--- config.mk ---
export PLATFORM = sky130hd
export DESIGN_NAME = mmu_tlb_top
export DESIGN_NICKNAME = d
export VERILOG_FILES = /design/src/tlb_pkg.sv /design/src/onehot_select.sv /design/src/tlb_entry_store.sv /design/src/tlb_victim_select.sv /design/src/tlb_lookup.sv /design/src/mmu_tlb_top.sv
export VERILOG_INCLUDE_DIRS = /design/src /design/src/include
export SDC_FILE = /design/constraint.sdc
export NUM_CORES = 1
export LEC_CHECK = 0
export ABC_AREA = 1
export BUFFER_PORTS_ARGS = -buffer_cell sky130_fd_sc_hd__buf_2
export CORE_ASPECT_RATIO = 1.75
export CORE_MARGIN = 2
export CORE_UTILIZATION = 60
export DETAILED_ROUTE_END_ITERATION = 8
export GPL_TIMING_DRIVEN = 0
export PLACE_DENSITY = 0.91
export SYNTH_ARGS = -nofsm -noshare
export SYNTH_HDL_FRONTEND = slang
export SYNTH_HIERARCHICAL = 1
export SYNTH_SLANG_ARGS = --single-unit
--- constraint.sdc ---
create_clock -name clk -period 6.4 [get_ports clk]
set_input_delay 1.6 -clock clk [delete_from_list [all_inputs] [get_ports clk]]
set_output_delay 1.6 -clock clk [all_outputs]
set_load 0.02 [all_outputs]
--- src/include/tlb_defs.svh ---
/*
 * tlb sizing macros: entry count, index width and page/address field widths
 */
`ifndef TLB_DEFS_SVH
`define TLB_DEFS_SVH

// fully associative, eight ways
`define TLB_ENTRIES 8
`define TLB_IDX_W   3   // log2 of entry count

// 32-bit machine, 4 KB pages
`define TLB_VPN_W   20  // virtual page number
`define TLB_PFN_W   20  // page frame number
`define TLB_OFS_W   12  // byte offset inside a page
`define TLB_ADDR_W  32

`endif

--- src/tlb_pkg.sv ---
/*
 * tlb package: page, frame, index and flag types shared by the tlb blocks
 */
`include "tlb_defs.svh"

package tlb_pkg;

    // virtual page number, the cam tag
    typedef logic [`TLB_VPN_W-1:0] vpn_t;

    // physical page frame number
    typedef logic [`TLB_PFN_W-1:0] pfn_t;

    typedef logic [`TLB_IDX_W-1:0] tlb_idx_t; // entry index, also the victim pointer

    // per-entry permission and attribute bits
    // valid lives outside this bundle, only the store and matchers care
    typedef struct packed {
        logic present; // page is resident
        logic rw;      // 1 = writable, 0 = read only
        logic pcd;     // page cache disable, set for mmio pages
    } tlb_flags_t;

    // translated address: frame number followed by page offset
    typedef logic [`TLB_ADDR_W-1:0] paddr_t;

endpackage

--- src/onehot_select.sv ---
/*
 * one-hot multiplexer for any packed payload: or of the selected inputs,
 * zero when no select bit is set
 */
module onehot_select #(
    parameter type payload_t  = logic,
    parameter int  NUM_INPUTS = 2
) (
    input  payload_t               in [NUM_INPUTS],
    input  logic [NUM_INPUTS-1:0]  sel,   // one-hot or all zero
    output payload_t               out
);

    // and-or tree, replaces a tristate bus
    always_comb begin
        out = '0;
        for (int i = 0; i < NUM_INPUTS; i++) begin
            if (sel[i]) begin
                out = out | in[i];  // only one term is ever live
            end
        end
    end

    // two live selects would merge payloads silently
    always_comb begin
        sel_onehot: assert final ($onehot0(sel) || $isunknown(sel))
            else $error("onehot_select with more than one select bit");
    end

endmodule

--- src/tlb_entry_store.sv ---
/*
 * tlb entry store: eight tag/frame/flag registers with one fill port and a
 * global flush, read out flat to the lookup and victim logic
 */
`include "tlb_defs.svh"

module tlb_entry_store (
    input  logic                   clk,
    input  logic                   rst_n,
    input  logic                   fill,       // one-cycle write strobe
    input  logic                   flush,      // one-cycle invalidate-all strobe
    input  tlb_pkg::tlb_idx_t      fill_idx,   // entry to write
    input  tlb_pkg::vpn_t          fill_vpn,
    input  tlb_pkg::pfn_t          fill_pfn,
    input  tlb_pkg::tlb_flags_t    fill_flags,
    output tlb_pkg::vpn_t          tag   [`TLB_ENTRIES],
    output tlb_pkg::pfn_t          frame [`TLB_ENTRIES],
    output tlb_pkg::tlb_flags_t    flags [`TLB_ENTRIES],
    output logic [`TLB_ENTRIES-1:0] entry_v
);

    logic do_write; // fill that survives a concurrent flush

    // flush wins over fill, the fill is simply lost
    assign do_write = fill && !flush;

    // valid bits are the only control state here
    always_ff @(posedge clk) begin
        if (!rst_n || flush) begin
            entry_v <= '0;                  // drop every translation
        end else if (fill) begin
            entry_v[fill_idx] <= 1'b1;      // new or refreshed entry becomes live
        end
    end

    // payload registers, written in place
    always_ff @(posedge clk) begin
        if (do_write) begin
            tag[fill_idx]   <= fill_vpn;
            frame[fill_idx] <= fill_pfn;
            flags[fill_idx] <= fill_flags;
        end
    end

    // the index comes from the victim selector, it has to be resolved
    // whenever a fill is presented
    fill_idx_known: assert property (
        @(posedge clk) disable iff (!rst_n)
        fill |-> !$isunknown(fill_idx)
    ) else $error("tlb fill with unknown entry index");

endmodule

--- src/tlb_victim_select.sv ---
/*
 * tlb victim selection: round-robin replacement pointer, overridden by the
 * index of an entry that already caches the page being filled
 */
`include "tlb_defs.svh"

module tlb_victim_select (
    input  logic                    clk,
    input  logic                    rst_n,
    input  logic                    fill,
    input  logic                    flush,
    input  tlb_pkg::vpn_t           fill_vpn,
    input  tlb_pkg::vpn_t           tag [`TLB_ENTRIES],
    input  logic [`TLB_ENTRIES-1:0] entry_v,
    output tlb_pkg::tlb_idx_t       fill_idx
);

    logic [`TLB_ENTRIES-1:0] refresh_hit; // which valid entry already holds fill_vpn
    logic                    refresh;
    tlb_pkg::tlb_idx_t       hit_idx;     // encoded refresh_hit
    tlb_pkg::tlb_idx_t       rr_ptr;      // next victim

    // private compare against the fill page, separate from the lookup path
    always_comb begin
        for (int i = 0; i < `TLB_ENTRIES; i++) begin
            refresh_hit[i] = entry_v[i] && (tag[i] == fill_vpn);
        end
    end

    assign refresh = |refresh_hit;

    // or-encoder, fine since at most one bit is set
    always_comb begin
        hit_idx = '0;
        for (int i = 0; i < `TLB_ENTRIES; i++) begin
            if (refresh_hit[i]) hit_idx = hit_idx | tlb_pkg::tlb_idx_t'(i);
        end
    end

    assign fill_idx = refresh ? hit_idx : rr_ptr; // refresh in place, else evict

    // 3-bit pointer wraps 7 -> 0 on its own
    always_ff @(posedge clk) begin
        if (!rst_n) begin
            rr_ptr <= '0;
        end else if (fill && !flush && !refresh) begin
            rr_ptr <= rr_ptr + 1'b1;
        end
    end

    // the store never holds the same page twice, so a fill matches at most once
    refresh_onehot: assert property (
        @(posedge clk) disable iff (!rst_n)
        $onehot0(refresh_hit)
    ) else $error("tlb fill page cached in more than one entry");

endmodule

--- src/tlb_lookup.sv ---
/*
 * tlb lookup for the mem stage: tag compare, frame and flag selection, and
 * the hit, miss, protection and physical address outputs, all combinational
 */
`include "tlb_defs.svh"

module tlb_lookup (
    input  logic [`TLB_ADDR_W-1:0] address,         // virtual address to translate
    input  logic                   rw_in,           // 1 = write access
    input  logic                   is_mem_request,  // no request, no exception
    input  tlb_pkg::vpn_t          tag   [`TLB_ENTRIES],
    input  tlb_pkg::pfn_t          frame [`TLB_ENTRIES],
    input  tlb_pkg::tlb_flags_t    flags [`TLB_ENTRIES],
    input  logic [`TLB_ENTRIES-1:0] entry_v,
    output tlb_pkg::paddr_t        paddr,
    output logic                   pcd_out,
    output logic                   hit,
    output logic                   miss,
    output logic                   protection_exception
);

    tlb_pkg::vpn_t           lookup_vpn;  // address bits 31:12
    logic [`TLB_ENTRIES-1:0] is_eq;       // valid-gated tag match, one-hot
    logic                    match;
    logic                    hit_gen;     // match on a present page
    tlb_pkg::pfn_t           frame_sel;
    tlb_pkg::tlb_flags_t     flags_sel;

    assign lookup_vpn = address[`TLB_ADDR_W-1:`TLB_OFS_W];

    // valid folded into the compare so stale duplicates never select
    always_comb begin
        for (int i = 0; i < `TLB_ENTRIES; i++) begin
            is_eq[i] = entry_v[i] && (tag[i] == lookup_vpn);
        end
    end

    assign match = |is_eq;

    onehot_select #(
        .payload_t  (tlb_pkg::pfn_t),
        .NUM_INPUTS (`TLB_ENTRIES)
    ) u_frame_sel (
        .in  (frame),
        .sel (is_eq),
        .out (frame_sel)   // zero on no match
    );

    onehot_select #(
        .payload_t  (tlb_pkg::tlb_flags_t),
        .NUM_INPUTS (`TLB_ENTRIES)
    ) u_flags_sel (
        .in  (flags),
        .sel (is_eq),
        .out (flags_sel)
    );

    // present check applied after the match
    assign hit_gen = match && flags_sel.present;

    // idle cycles report hit so the pipe never stalls on them
    assign hit  = !is_mem_request || hit_gen;
    assign miss = !hit;

    // write to a read-only page that otherwise hits
    assign protection_exception = is_mem_request && hit_gen && rw_in && !flags_sel.rw;

    assign paddr   = {frame_sel, address[`TLB_OFS_W-1:0]}; // offset passes straight through
    assign pcd_out = flags_sel.pcd;

    // a live request needs a resolved address and access type to translate
    always_comb begin
        request_known: assert final (
            (is_mem_request !== 1'b1) || !$isunknown({address, rw_in})
        ) else $error("tlb request with unknown address or access type");
    end

endmodule

--- src/mmu_tlb_top.sv ---
/*
 * eight-entry fully associative tlb: entry store, round-robin victim
 * selection with refresh, and the combinational mem-stage lookup
 */
`include "tlb_defs.svh"

module mmu_tlb_top (
    input  logic                   clk,
    input  logic                   rst_n,
    // lookup, levels
    input  logic [`TLB_ADDR_W-1:0] address,
    input  logic                   rw_in,
    input  logic                   is_mem_request,
    // fill, qualified by the fill strobe
    input  logic                   fill,
    input  tlb_pkg::vpn_t          fill_vpn,
    input  tlb_pkg::pfn_t          fill_pfn,
    input  logic                   fill_present,
    input  logic                   fill_rw,
    input  logic                   fill_pcd,
    input  logic                   flush,
    // translation result
    output tlb_pkg::paddr_t        paddr,
    output logic                   pcd_out,
    output logic                   hit,
    output logic                   miss,
    output logic                   protection_exception
);

    tlb_pkg::tlb_flags_t     fill_flags;
    tlb_pkg::tlb_idx_t       fill_idx;              // victim or refresh slot
    tlb_pkg::vpn_t           tag   [`TLB_ENTRIES];
    tlb_pkg::pfn_t           frame [`TLB_ENTRIES];
    tlb_pkg::tlb_flags_t     flags [`TLB_ENTRIES];
    logic [`TLB_ENTRIES-1:0] entry_v;

    assign fill_flags = '{present: fill_present, rw: fill_rw, pcd: fill_pcd};

    tlb_entry_store u_store (
        .clk        (clk),
        .rst_n      (rst_n),
        .fill       (fill),
        .flush      (flush),
        .fill_idx   (fill_idx),
        .fill_vpn   (fill_vpn),
        .fill_pfn   (fill_pfn),
        .fill_flags (fill_flags),
        .tag        (tag),
        .frame      (frame),
        .flags      (flags),
        .entry_v    (entry_v)
    );

    tlb_victim_select u_victim (
        .clk      (clk),
        .rst_n    (rst_n),
        .fill     (fill),
        .flush    (flush),
        .fill_vpn (fill_vpn),
        .tag      (tag),
        .entry_v  (entry_v),
        .fill_idx (fill_idx)
    );

    // reads the store as of the last edge
    tlb_lookup u_lookup (
        .address              (address),
        .rw_in                (rw_in),
        .is_mem_request       (is_mem_request),
        .tag                  (tag),
        .frame                (frame),
        .flags                (flags),
        .entry_v              (entry_v),
        .paddr                (paddr),
        .pcd_out              (pcd_out),
        .hit                  (hit),
        .miss                 (miss),
        .protection_exception (protection_exception)
    );

endmodule

==> flow_summary.ini <==
[run_status]
outcome = completed

[pwr]
switchingPower_mw = 1.226
finalPower_mw = 5.064
total_leakage_power_nw = 9.212
p_clk_share_pct = 40.7
combPwrFrac_pct = 8.1
swShare_pct = 24.20
ir_worst_vdd_uv = 311.6
p_per_area_mw_per_mm2 = 248.4
seq_power_share_pct = 51.3
power.internal_mw = 3.839

[placed_design]
pre_cts_ws_ns = 0.7535
io_buffer_count = 90
place.gp.congestion = 1.120
dpl.hpwl_um = 50890

[synthesis]
ys_warn_count = 6
synthXorXnorAreaFrac_pct = 2.567
synthTopCellsByArea = edfxtp_1, nand2_1, nor2_1, inv_1, xnor2_1
ys_top_cells_by_count = nand2_1, edfxtp_1, nor2_1
synth_most_common_cell = nand2_1
synth-edff-count = 344
synth_top_area_share_pct = 57.13
synth.distinct_cells = 35
syn-cell-area_mm2 = 0.01808
synth_flop_cell = edfxtp_1
synthSimpleGateAreaFrac_pct = 27.51
synth_seq_area_share_pct = 58.35
synthAdderAreaFrac_pct = 0.06920
syn_nets = 2183
async_flop_share_pct = 0
synth_compound_area_share_pct = 3.612
synthCells = 2101
avgSynthCellArea_um2 = 8.606
ys_ff_latch = 355
yosysTopAreaCell = edfxtp_1
synth_mux_area_share_pct = 0
synth_top_family_by_area = simple AND/OR/NAND/NOR gates

[final_layout]
syn2layout_area_growth_pct = 12.77
layout-drive-gt1-share_pct = 13.17
nets = 2318
multi_input_area_mm2 = 0.006163
n_fill_cell = 2299
seqCellArea_mm2 = 0.01055

[routing]
dr.pass1.iters = 6
drt-total-wl_um = 74060
dr_total_vias = 15800
wl_per_cell_um = 27.91
dr_wl_met2_um = 34380
highest_layer = met5
drc_errors = 0
first_iter_violations = 1905
drtAntennaViolNets = 0
met3WireLength_um = 8820
m1WireLength_um = 21350
via_per_inst = 5.957

[global_route]
grt_pass1_wl_um = 103300
antenna_found_initial = 10
grt_start_max_net_pins = 29
grt_overflow = 0
grt_usage_pct = 47.88
first_global_vias = 15030

[floorplanning]
die_w_um = 135.2
ios = 117
core_mm2 = 0.02985
initial_core_util_pct = 60.58
rows = 84
die_area_mm2 = 0.03159
die_y_um = 233.6

[sta]
skew_ns = 0.03123
fin_ws_ns = 0.4117
final_hold_viol_count = 0
slew_headroom_pct = 15.77
setup_violations = 0
min_period_ns = 5.988
rsz0062_at_grt = false
slew_viol_final = 0
fin_crit_sh_pct = 93.57
worstMarginPinSlew_ns = 1.259
max_freq_ghz = 0.1670

[setup_path]
worst-setup-path-type = primary input to flip-flop
critical_path.max_fanout = 24
crit_path_end_kind = flip-flop
critPathRequiredTime_ns = 6.62
reg2regPathDepth = 13
regToRegSetupSlack_ns = 1.77
r2r_end = u_store/tag[18]
critPathArrivalTime_ns = 6.21
startpoint_type = primary input
r2r-start = u_store/tag[5]

[clocking]
cts_resized = 0
cts_tree = yes
cts.sinks = 355
cts_buffers = 34
cts_setup_buffers = 0
clk_pin_slew_worst_paths_ns = 0.06
cts_root_buf = clkbuf_16
cts.path.max_buffers = 3
h-tree-depth = 2
worst_skew_pair.late_latency_ns = 0.55
ctsHoldBuffers = 0

[min_path]
holdCritPathClass = flip-flop to flip-flop
hold_end = u_store/entry_v[2]
hold_path_depth = 2
min-delay-start = u_store/entry_v[2]

[job]
max_cap_viol_count = 0
==> worst max-delay path: stages <==
cell,delay [ns]
buf_2,0.21
buf_2,0.33
inv_2,0.17
nand2_1,0.09
o21ai_0,0.07
nor2_1,0.84
nand2_1,0.22
nor2_1,0.15
nand3_1,0.54
nand4_1,0.35
a31o_1,0.24
nand2_1,0.08
inv_1,0.07
nand2_1,0.11
nor2_4,0.78
buf_12,0.30
==> cell type report <==
class	instances	area share (%)
clock inverter	18	0.9143
buffer	63	2.454
tap	387	2.375
inverter	245	4.547
timing repair buffer	99	3.129
multi-input combinational	1438	30.23
clock buffer	44	4.565
sequential	355	51.74
antenna	4	0.04909
==> power by group through the flow <==
stage | logic, mW | clock network [mW] | registers (mW)
3_3_place_gp | 0.368 | 0 | 2.65
5_1_grt | 0.423 | 2.13 | 2.60
3_5_place_dp | 0.380 | 0 | 2.64
2_1_floorplan | 0.192 | 0 | 2.64
4_1_cts | 0.381 | 2.05 | 2.59
6_report | 0.410 | 2.06 | 2.60
==> per-stage QoR <==
| stage | hold WS [ns] | cells | TNS [ns] | utilization, % | cell area (um2) |
|---|---|---|---|---|---|
| 5_1_grt | 0.5160 | 2649 | 0 | 68.28 | 20380 |
| 4_1_cts | 0.5096 | 2649 | 0 | 68.28 | 20380 |
| 3_5_place_dp | 0.5014 | 2587 | 0 | 64.54 | 19260 |
| 6_report | 0.5078 | 2653 | 0 | 68.31 | 20390 |
| 2_1_floorplan | 0.4432 | 2101 | 0 | - | 18080 |
| 3_3_place_gp | 0.4750 | 2578 | -648.27 | 63.71 | 19020 |
==> worst max path at each step <==
stage	cells after the start	end	from
6_report	16	u_store/tag[18]	fill_vpn[4]
5_1_grt	16	u_store/tag[18]	fill_vpn[4]
4_1_cts	15	paddr[26]	address[17]
3_5_place_dp	16	u_store/frame[101]	fill_vpn[4]
3_3_place_gp	15	u_store/frame[86]	fill_vpn[4]
2_1_floorplan	14	u_store/flags[21]	fill_vpn[10]
==> kinds of logic (layout without fill, tap and decap cells) <==
kind of cell / after synthesis / count (layout)
XOR/XNOR: 53 / 53
flip-flops: 355 / 355
buffers and inverters: 308 / 469
adder cells (fa/ha/maj): 1 / 1
other: 0 / 4
AO/OA/AOI/OAI: 118 / 118
AND/OR/NAND/NOR: 1266 / 1266
==> layer usage <==
layer	global-route usage, %	up-vias
li1	-	6849
met1	47.93	7249
met2	76.38	1307
met3	15.49	391
met4	47.43	8
met5	0	-
==> sequential cells by signal, indices dropped and copies added (netlist names) <==
| signal | count |
|---|---|
| u_store/tag | 160 |
| u_victim/rr_ptr | 3 |
| u_store/frame | 160 |
| u_store/entry_v | 8 |
| u_store/flags | 24 |
==> cell usage in the layout (no fill, tap or decap), types with 10 or more instances in the layout <==
| cell type | n |
|---|---|
| xor2_1 | 15 |
| o211ai_1 | 10 |
| inv_2 | 32 |
| edfxtp_1 | 344 |
| o21ai_1 | 51 |
| nor2_1 | 219 |
| o21ai_0 | 45 |
| dfxtp_1 | 11 |
| nand3_1 | 30 |
| buf_6 | 18 |
| nor2_2 | 12 |
| buf_2 | 105 |
| nand2_1 | 964 |
| xnor2_1 | 38 |
| nor2_4 | 11 |
| buf_4 | 29 |
| clkbuf_16 | 36 |
| inv_1 | 211 |
(Power assumes the default switching activity.)
